==> config.mk <==
export PLATFORM = sky130hd
export DESIGN_NAME = exec_unit_top
export DESIGN_NICKNAME = d
export VERILOG_FILES = /design/src/exec_pkg.sv /design/src/tile_bus_if.sv /design/src/apb_cmd_port.sv /design/src/buffer_file.sv /design/src/exec_core.sv /design/src/result_port.sv /design/src/exec_unit_top.sv
export VERILOG_INCLUDE_DIRS = /design/src /design/src/src
export SDC_FILE = /design/constraint.sdc
export NUM_CORES = 2
export LEC_CHECK = 0
export BUFFER_PORTS_ARGS = -buffer_cell sky130_fd_sc_hd__buf_2
export CORE_UTILIZATION = 55
export CTS_CLUSTER_DIAMETER = 50
export DETAILED_ROUTE_END_ITERATION = 16
export GPL_TIMING_DRIVEN = 0
export PLACE_DENSITY = 0.74
export SLEW_MARGIN = 10
export SYNTH_ARGS = -nofsm -noshare
export SYNTH_HDL_FRONTEND = slang
export SYNTH_SLANG_ARGS = --single-unit
==> constraint.sdc <==
create_clock -name clk -period 13.9 [get_ports clk]
set_clock_uncertainty 0.1 [all_clocks]
set_input_delay 4.17 -clock clk [delete_from_list [all_inputs] [get_ports clk]]
set_output_delay 4.17 -clock clk [all_outputs]
set_load 0.02 [all_outputs]
==> src/exec_defs.svh <==
// Shared widths, tile geometry, APB register map and opcodes of the execution unit
`ifndef EXEC_DEFS_SVH
`define EXEC_DEFS_SVH

// ========================================
// Tile geometry
// ========================================

// One signed element
`define ELEM_W 8

// Elements per tile, also the matrix row and column count
`define TILE_N 4

// Vector buffers in the buffer file
`define VEC_BUFS 4

// ========================================
// APB register map (byte addresses)
// ========================================

// Vector buffers 0-3, read and write
`define ADDR_VEC 8'h00
// Matrix rows 0-3, write only
`define ADDR_MAT 8'h10
// A write here issues a command
`define ADDR_CMD 8'h20
// Bit 0 is busy
`define ADDR_STAT 8'h24

// ========================================
// Opcodes
// ========================================

`define OP_NOP 5'd0
`define OP_GEMV 5'd4
`define OP_RELU 5'd5

`endif

==> src/exec_pkg.sv <==
// Tile, command and completion types plus the element saturation helper
`default_nettype none

`include "exec_defs.svh"

package exec_pkg;

    // One signed element and a tile of them, element 0 in the low byte
    typedef logic signed [`ELEM_W-1:0] elem_t;
    typedef elem_t [`TILE_N-1:0] tile_t;

    typedef logic [1:0] buf_id_t;
    typedef logic [4:0] opcode_t;

    // Command word fields: opcode 4:0, dest 9:8, x_id 13:12, b_id 17:16
    typedef struct packed {
        logic    valid;
        opcode_t opcode;
        buf_id_t dest;
        buf_id_t x_id;
        buf_id_t b_id;
    } cmd_t;

    // One finished command
    typedef struct packed {
        logic  valid;
        logic  err;
        tile_t tile;
    } cmpl_t;

    localparam int ELEM_MAX = 2 ** (`ELEM_W - 1) - 1;
    localparam int ELEM_MIN = -(2 ** (`ELEM_W - 1));

    // Clamp a wide accumulator into one element
    function automatic elem_t sat_elem(input logic signed [31:0] sum);
        if (sum > ELEM_MAX) begin
            return elem_t'(ELEM_MAX);
        end else if (sum < ELEM_MIN) begin
            return elem_t'(ELEM_MIN);
        end
        return sum[`ELEM_W-1:0];
    endfunction

endpackage

`default_nettype wire

==> src/tile_bus_if.sv <==
// Buffer traffic interfaces for the host side and the compute engine side
`default_nettype none

// Host loads and readbacks into the buffer file
interface host_buf_if;

    logic              we;
    logic              is_mat;
    exec_pkg::buf_id_t idx;
    exec_pkg::tile_t   wtile;
    exec_pkg::buf_id_t ridx;
    exec_pkg::tile_t   rtile;

    modport host (
        output we, is_mat, idx, wtile, ridx,
        input  rtile
    );

    modport mem (
        input  we, is_mat, idx, wtile, ridx,
        output rtile
    );

endinterface

// Operand fetch and result write-back for the engine
interface eng_buf_if;

    exec_pkg::buf_id_t x_id;
    exec_pkg::buf_id_t b_id;
    exec_pkg::buf_id_t row;
    logic              we;
    exec_pkg::buf_id_t dest;
    exec_pkg::tile_t   wtile;
    exec_pkg::tile_t   x_tile;
    exec_pkg::tile_t   b_tile;
    exec_pkg::tile_t   row_tile;

    modport core (
        output x_id, b_id, row, we, dest, wtile,
        input  x_tile, b_tile, row_tile
    );

    modport mem (
        input  x_id, b_id, row, we, dest, wtile,
        output x_tile, b_tile, row_tile
    );

endinterface

`default_nettype wire

==> src/apb_cmd_port.sv <==
// APB slave that decodes tile loads, vector readbacks, status and command writes
`default_nettype none

`include "exec_defs.svh"

module apb_cmd_port import exec_pkg::*; (
    input  logic        clk,
    input  logic        rst,
    input  logic        psel,
    input  logic        penable,
    input  logic        pwrite,
    input  logic [7:0]  paddr,
    input  logic [31:0] pwdata,
    output logic [31:0] prdata,
    output logic        pready,
    output logic        pslverr,
    input  logic        busy,
    output cmd_t        cmd,
    host_buf_if.host    hb
);

    logic access;
    logic aligned;
    logic sel_vec;
    logic sel_mat;
    logic sel_cmd;
    logic sel_stat;
    logic bad;
    logic cmd_wr;

    // ========================================
    // Address decode
    // ========================================

    // Zero wait states, every transfer is setup plus one access cycle
    assign pready = 1'b1;
    assign access = psel & penable;

    assign aligned  = (paddr[1:0] == 2'b00);
    assign sel_vec  = aligned && ((paddr & 8'hF0) == `ADDR_VEC);
    assign sel_mat  = aligned && ((paddr & 8'hF0) == `ADDR_MAT);
    assign sel_cmd  = (paddr == `ADDR_CMD);
    assign sel_stat = (paddr == `ADDR_STAT);

    // Unmapped, wrong direction, or a write that would disturb a running command
    always_comb begin
        bad = 1'b0;
        if (!(sel_vec || sel_mat || sel_cmd || sel_stat)) begin
            bad = 1'b1;
        end else if (pwrite) begin
            bad = sel_stat || (busy && (sel_vec || sel_mat || sel_cmd));
        end else begin
            bad = sel_mat || sel_cmd;
        end
    end

    assign pslverr = access & bad;

    // ========================================
    // Buffer load and readback
    // ========================================

    assign hb.we     = access & pwrite & ~bad & (sel_vec | sel_mat);
    assign hb.is_mat = sel_mat;
    assign hb.idx    = paddr[3:2];
    assign hb.wtile  = pwdata;
    assign hb.ridx   = paddr[3:2];

    always_comb begin
        prdata = '0;
        if (sel_vec) begin
            prdata = hb.rtile;
        end else if (sel_stat) begin
            prdata = {31'b0, busy};
        end
    end

    // ========================================
    // Command issue
    // ========================================

    assign cmd_wr = access & pwrite & ~bad & sel_cmd;

    // Pulse goes out the cycle after the access edge
    always_ff @(posedge clk or posedge rst) begin
        if (rst) begin
            cmd <= '0;
        end else begin
            cmd.valid <= cmd_wr;
            if (cmd_wr) begin
                cmd.opcode <= pwdata[4:0];
                cmd.dest   <= pwdata[9:8];
                cmd.x_id   <= pwdata[13:12];
                cmd.b_id   <= pwdata[17:16];
            end
        end
    end

endmodule

`default_nettype wire

==> src/buffer_file.sv <==
// Vector and matrix tile storage with a host port and an engine port
`default_nettype none

`include "exec_defs.svh"

module buffer_file import exec_pkg::*; (
    input  logic    clk,
    input  logic    rst,
    host_buf_if.mem hb,
    eng_buf_if.mem  eb
);

    tile_t vec_q [`VEC_BUFS];
    tile_t mat_q [`TILE_N];

    // ========================================
    // Storage
    // ========================================

    // Host writes land only while idle and engine writes only while busy
    always_ff @(posedge clk or posedge rst) begin
        if (rst) begin
            for (int i = 0; i < `VEC_BUFS; i++) begin
                vec_q[i] <= '0;
            end
            for (int r = 0; r < `TILE_N; r++) begin
                mat_q[r] <= '0;
            end
        end else begin
            if (hb.we) begin
                if (hb.is_mat) begin
                    mat_q[hb.idx] <= hb.wtile;
                end else begin
                    vec_q[hb.idx] <= hb.wtile;
                end
            end
            if (eb.we) begin
                vec_q[eb.dest] <= eb.wtile;
            end
        end
    end

    // ========================================
    // Read muxes
    // ========================================

    // Host readback of a vector tile
    assign hb.rtile = vec_q[hb.ridx];

    // Engine operands
    assign eb.x_tile   = vec_q[eb.x_id];
    assign eb.b_tile   = vec_q[eb.b_id];
    assign eb.row_tile = mat_q[eb.row];

endmodule

`default_nettype wire

==> src/exec_core.sv <==
// Command dispatch with the row-serial GEMV datapath and a single-cycle ReLU
`default_nettype none

`include "exec_defs.svh"

module exec_core import exec_pkg::*; (
    input  logic    clk,
    input  logic    rst,
    input  cmd_t    cmd,
    output logic    busy,
    eng_buf_if.core eb,
    output cmpl_t   cmpl
);

    typedef enum logic [1:0] {
        ST_IDLE,
        ST_SINGLE,
        ST_GEMV,
        ST_WB
    } state_t;

    state_t  state;
    opcode_t cur_op;
    buf_id_t cur_dest;
    buf_id_t cur_x;
    buf_id_t cur_b;
    buf_id_t row;
    tile_t   acc;
    tile_t   relu_tile;
    logic    known_op;
    logic    cmpl_valid;
    logic    cmpl_err;
    logic signed [31:0] row_sum;

    // ========================================
    // Datapath
    // ========================================

    always_comb begin
        for (int i = 0; i < `TILE_N; i++) begin
            relu_tile[i] = eb.x_tile[i][`ELEM_W-1] ? '0 : eb.x_tile[i];
        end
    end

    // b[row] plus the dot product of W row and x
    always_comb begin
        row_sum = 32'($signed(eb.b_tile[row]));
        for (int c = 0; c < `TILE_N; c++) begin
            row_sum = row_sum + $signed(eb.row_tile[c]) * $signed(eb.x_tile[c]);
        end
    end

    assign known_op = (cur_op == `OP_NOP) || (cur_op == `OP_RELU);

    assign eb.x_id  = cur_x;
    assign eb.b_id  = cur_b;
    assign eb.row   = row;
    assign eb.dest  = cur_dest;
    assign eb.we    = (state == ST_WB) || (state == ST_SINGLE && cur_op == `OP_RELU);
    assign eb.wtile = (state == ST_WB) ? acc : relu_tile;

    // acc keeps the last produced tile, so a NOP reports it unchanged
    assign cmpl = '{valid: cmpl_valid, err: cmpl_err, tile: acc};

    // ========================================
    // Control FSM
    // ========================================

    always_ff @(posedge clk or posedge rst) begin
        if (rst) begin
            state      <= ST_IDLE;
            busy       <= 1'b0;
            cur_op     <= `OP_NOP;
            cur_dest   <= '0;
            cur_x      <= '0;
            cur_b      <= '0;
            row        <= '0;
            acc        <= '0;
            cmpl_valid <= 1'b0;
            cmpl_err   <= 1'b0;
        end else begin
            cmpl_valid <= 1'b0;
            case (state)
                ST_IDLE: begin
                    if (cmd.valid) begin
                        cur_op   <= cmd.opcode;
                        cur_dest <= cmd.dest;
                        cur_x    <= cmd.x_id;
                        cur_b    <= cmd.b_id;
                        row      <= '0;
                        busy     <= 1'b1;
                        state    <= (cmd.opcode == `OP_GEMV) ? ST_GEMV : ST_SINGLE;
                    end
                end
                // NOP, RELU and unknown opcodes all finish here
                ST_SINGLE: begin
                    if (cur_op == `OP_RELU) begin
                        acc <= relu_tile;
                    end
                    cmpl_valid <= 1'b1;
                    cmpl_err   <= !known_op;
                    busy       <= 1'b0;
                    state      <= ST_IDLE;
                end
                // One output row per cycle
                ST_GEMV: begin
                    acc[row] <= sat_elem(row_sum);
                    row      <= row + 2'd1;
                    if (row == buf_id_t'(`TILE_N - 1)) begin
                        state <= ST_WB;
                    end
                end
                ST_WB: begin
                    cmpl_valid <= 1'b1;
                    cmpl_err   <= 1'b0;
                    busy       <= 1'b0;
                    state      <= ST_IDLE;
                end
                default: begin
                    state <= ST_IDLE;
                end
            endcase
        end
    end

endmodule

`default_nettype wire

==> src/result_port.sv <==
// Output stage holding the last result tile, the done pulse and the error flag
`default_nettype none

module result_port import exec_pkg::*; (
    input  logic  clk,
    input  logic  rst,
    input  cmpl_t cmpl,
    output tile_t result,
    output logic  done,
    output logic  err
);

    // done follows each completion by one edge
    always_ff @(posedge clk or posedge rst) begin
        if (rst) begin
            result <= '0;
            done   <= 1'b0;
            err    <= 1'b0;
        end else begin
            done <= cmpl.valid;
            if (cmpl.valid) begin
                err <= cmpl.err;
                // A failed command leaves the previous tile visible
                if (!cmpl.err) begin
                    result <= cmpl.tile;
                end
            end
        end
    end

endmodule

`default_nettype wire

==> src/exec_unit_top.sv <==
// Top level of the tiled execution unit with an APB host port
`default_nettype none

module exec_unit_top import exec_pkg::*; (
    input  logic        clk,
    input  logic        rst,

    // APB slave
    input  logic        psel,
    input  logic        penable,
    input  logic        pwrite,
    input  logic [7:0]  paddr,
    input  logic [31:0] pwdata,
    output logic [31:0] prdata,
    output logic        pready,
    output logic        pslverr,

    // Completion
    output tile_t       result,
    output logic        done,
    output logic        err
);

    cmd_t  cmd;
    cmpl_t cmpl;
    logic  busy;

    host_buf_if hb ();
    eng_buf_if  eb ();

    // ========================================
    // Host side
    // ========================================

    apb_cmd_port apb_cmd_port_i (
        .clk     (clk),
        .rst     (rst),
        .psel    (psel),
        .penable (penable),
        .pwrite  (pwrite),
        .paddr   (paddr),
        .pwdata  (pwdata),
        .prdata  (prdata),
        .pready  (pready),
        .pslverr (pslverr),
        .busy    (busy),
        .cmd     (cmd),
        .hb      (hb.host)
    );

    // ========================================
    // Storage and compute
    // ========================================

    buffer_file buffer_file_i (
        .clk (clk),
        .rst (rst),
        .hb  (hb.mem),
        .eb  (eb.mem)
    );

    exec_core exec_core_i (
        .clk  (clk),
        .rst  (rst),
        .cmd  (cmd),
        .busy (busy),
        .eb   (eb.core),
        .cmpl (cmpl)
    );

    // Output registers
    result_port result_port_i (
        .clk    (clk),
        .rst    (rst),
        .cmpl   (cmpl),
        .result (result),
        .done   (done),
        .err    (err)
    );

endmodule

`default_nettype wire

==> flow_summary.json <==
{
  "cp-start-kind": "flop",
  "fin_hold_ws_ps": 311,
  "core_um2": 55300,
  "cts_setup_buffers": 0,
  "period_share_pct": 87.3,
  "r2r_end": "exec_core_i.cmpl[5]$_DFFE_PP0P_",
  "wl_mm": 93.9,
  "synthCells": 2904,
  "hpwl_mm": 73.0,
  "reg2reg_slack_ps": 1760,
  "synth-seq-cells": 352,
  "crit_fanout": 10,
  "globalRouteOverflowTotal": 0,
  "critical_path_class": "reg2reg",
  "fp.dieW_um": 239,
  "grtUsageTotal_pct": 33.8,
  "power.switching_mw": 0.926,
  "dr.pass1.iters": 6,
  "cp.required_ps": 14240,
  "area_growth_pct": 10.7,
  "htree_levels": 2,
  "clkLatencyLatePin_ps": 590,
  "vias_per_cell": 6.14,
  "period_minus_slack_ps": 12140,
  "setup.worst_path.start": "exec_core_i.eb.row[1]$_DFFE_PP0P_",
  "p_clk_share_pct": 43.9,
  "clk_pin_slew_ps": 60,
  "syn-num-nets": 3360,
  "drive_above_1_share_pct": 18.7,
  "grt_max_degree": 42,
  "power.internal_mw": 2.00,
  "post-place-cells": 3762,
  "num-fill-cells": 4510,
  "wl_per_cell_um": 24.4,
  "synth-main-ff-cell": "dfrtp_1",
  "leakage_nw": 15.1,
  "holdPathEnd": "result_port_i.done$_DFF_PP0_",
  "hold_start": "exec_core_i.cmpl_valid$_DFF_PP0_",
  "ys_types": 74,
  "slowest_stage": "clkbuf_1",
  "status": "completed",
  "rsz0062_at_grt": "false",
  "reg2reg_from": "exec_core_i.eb.row[1]$_DFFE_PP0P_",
  "worstMarginPinSlew_ps": 1310,
  "nNetsFinal": 3519,
  "cts_resized": 0,
  "cts_hold_buf": 0,
  "pwr-share-seq_pct": 35.0,
  "post-route-drc-count": 0,
  "min_path_cells": 0,
  "ys_warn_count": 0,
  "crit_path_end_kind": "flop",
  "finalHoldViolations": 0,
  "cp_slowest_stage_delay_ps": 920,
  "cap_violations": 0,
  "relSlewSlack_pct": 11.7,
  "drt_iter0_markers": 2480,
  "slew_viol_final": 0,
  "gp_congestion": 0.958,
  "synth_area_um2": 30900,
  "cts_tree": "built",
  "p_per_area_nw_per_um2": 85.7,
  "io_buffers": 100,
  "die_area_um2": 57100,
  "root_buffer": "clkbuf_16",
  "clock_sinks": 352,
  "stdcell_count": 3848,
  "arrival_ps": 12480,
  "ant_nets": 0,
  "die_h_um": 239,
  "setup_viol": 0,
  "fmax_mhz": 82.4,
  "ys_seq_area_share_pct": 28.5,
  "combPwrFrac_pct": 21.0,
  "synthArstFlopShare_pct": 100,
  "r2r_cells": 34,
  "fin_setup_tns_ps": 0,
  "diodes": 0,
  "clock_path_buffers": 3,
  "antenna_found_initial": 1,
  "grt_pass1_wl_mm": 143,
  "switching_share_pct": 31.6,
  "synth_edf_count": 0,
  "num_vias": 23600,
  "final_common_cell": "inv_1",
  "placementRows": 86,
  "io_pins": 113,
  "vdd_drop_max_v": 0.000104,
  "hold_path.class": "reg2reg",
  "cts_buffers": 47,
  "grt_pass1_vias": 24200,
  "initial_core_util_pct": 55.8,
  "final_cell_mix": "399 x inv_1, 352 x dfrtp_1, 264 x fa_1",
  "syn_avg_cell_area_um2": 10.6
}
power groups by stage:
stage               logic (mW)  registers [mW]  clock network, mW
global route             0.667            1.03               1.34
floorplan                0.417            1.05                  0
detailed placement       0.602            1.04                  0
CTS                      0.606            1.03               1.29
finish                   0.616            1.03               1.29
global placement         0.582            1.05                  0
per-layer routing:
metal  GRT usage [%]  routed length, um  up-vias  part of all wire, %
li1                -                  -    10100                    -
met1            43.6              35700    12000                   38
met2            52.0              42500     1277                   45
met3            8.93               9970      267                   11
met4            18.6               5710        0                  6.1
met5               0                  0        -                    0
cell type report:
cell class              count  area [um^2]  area share, %
plain buffers             133          621           1.82
clock buffers              66         1390           4.06
clock inverters            20          269          0.787
inverters                 401         1510           4.41
multi-input cells        2018        19900           58.3
flip-flops and latches    352         8810           25.8
well taps                 748          936           2.74
repair buffers            110          708           2.07
synth_stat cells (all sizes together) (3+ instances only):
library cell | number | area [um^2]
nor3b | 3 | 22.5
and3 | 7 | 43.8
o21ai | 125 | 637
a21o | 16 | 120
fa | 264 | 5290
dfrtp | 352 | 8810
o2111ai | 4 | 52.6
ha | 147 | 1840
o311a | 3 | 30.0
nor3 | 25 | 146
inv | 401 | 1510
nor2b | 52 | 325
a21oi | 107 | 536
o311ai | 4 | 35.0
a211oi | 7 | 52.6
nor2 | 154 | 603
nand2 | 232 | 871
a2111oi | 3 | 33.8
nand2b | 12 | 75.1
nand3 | 17 | 85.1
mux2 | 188 | 2120
a31oi | 38 | 238
mux4 | 132 | 2970
a21boi | 8 | 60.1
xnor2 | 55 | 489
clkbuf | 86 | 323
xor2 | 17 | 149
o21a | 6 | 45.0
o21bai | 6 | 45.0
o22ai | 9 | 56.3
buf | 47 | 294
nand3b | 4 | 30.0
and2 | 159 | 995
nor4 | 6 | 43.8
a22oi | 13 | 97.6
mux2i | 133 | 1330
o211ai | 21 | 171
or2 | 15 | 93.8
or3 | 10 | 62.6
state kept, by name, indices dropped and copies added (netlist names):
register and flops:
result_port_i.result 32, exec_core_i.eb.row 2, exec_core_i.busy 1, result_port_i.done 1, exec_core_i.eb.b_id 2, result_port_i.err 1, buffer_file_i.mat_q 128, exec_core_i.eb.x_id 2
exec_core_i.cmpl_valid 1, exec_core_i.cmpl 32, buffer_file_i.vec_q 128, exec_core_i.eb.dest 2, exec_core_i.state 2, exec_core_i.cmpl_err 1, apb_cmd_port_i.cmd 12, exec_core_i.cur_op 5
worst max path at each step:
stage | cells past startpoint | end | slack (ps)
after CTS | 34 | exec_core_i.cmpl[5]$_DFFE_PP0P_ | 1940
after floorplan | 4 | prdata[12] | 3750
after detailed placement | 34 | exec_core_i.cmpl[5]$_DFFE_PP0P_ | 2000
final | 34 | exec_core_i.cmpl[5]$_DFFE_PP0P_ | 1760
after global placement | 34 | exec_core_i.cmpl[6]$_DFFE_PP0P_ | 1710
after global routing | 34 | exec_core_i.cmpl[5]$_DFFE_PP0P_ | 1330
stage by stage:
| stage | area (um^2) | total power [mW] | worst slack (ps) | util [%] |
|---|---|---|---|---|
| floorplan | 30900 | 1.46 | 3750 | - |
| global placement | 32300 | 1.63 | 1710 | 58.4 |
| detailed placement | 32500 | 1.65 | 2000 | 58.8 |
| CTS | 34200 | 2.93 | 1940 | 61.8 |
| global route | 34200 | 3.03 | 1330 | 61.8 |
| finish | 34200 | 2.93 | 1760 | 61.8 |
worst max-delay path: cells and delay by family, from the launching register on:
family | cells | cell delay, ps
muxes | 1 | 550
buffers and inverters | 9 | 2850
DFF | 1 | 380
AOI/OAI and AO/OA | 13 | 3920
adders and majority gates | 8 | 3560
and+or+nand+nor | 3 | 610
cell families after synthesis:
kind of cell	after synthesis	share of synthesized area, %
compound gates	377	7.38
xor+xnor	72	2.07
fa+ha+maj	411	23.1
buf+inv	534	6.87
flops	352	28.5
mux	453	20.8
other cells	1	0.0121
simple gates	704	11.2
(Power assumes the default switching activity.)
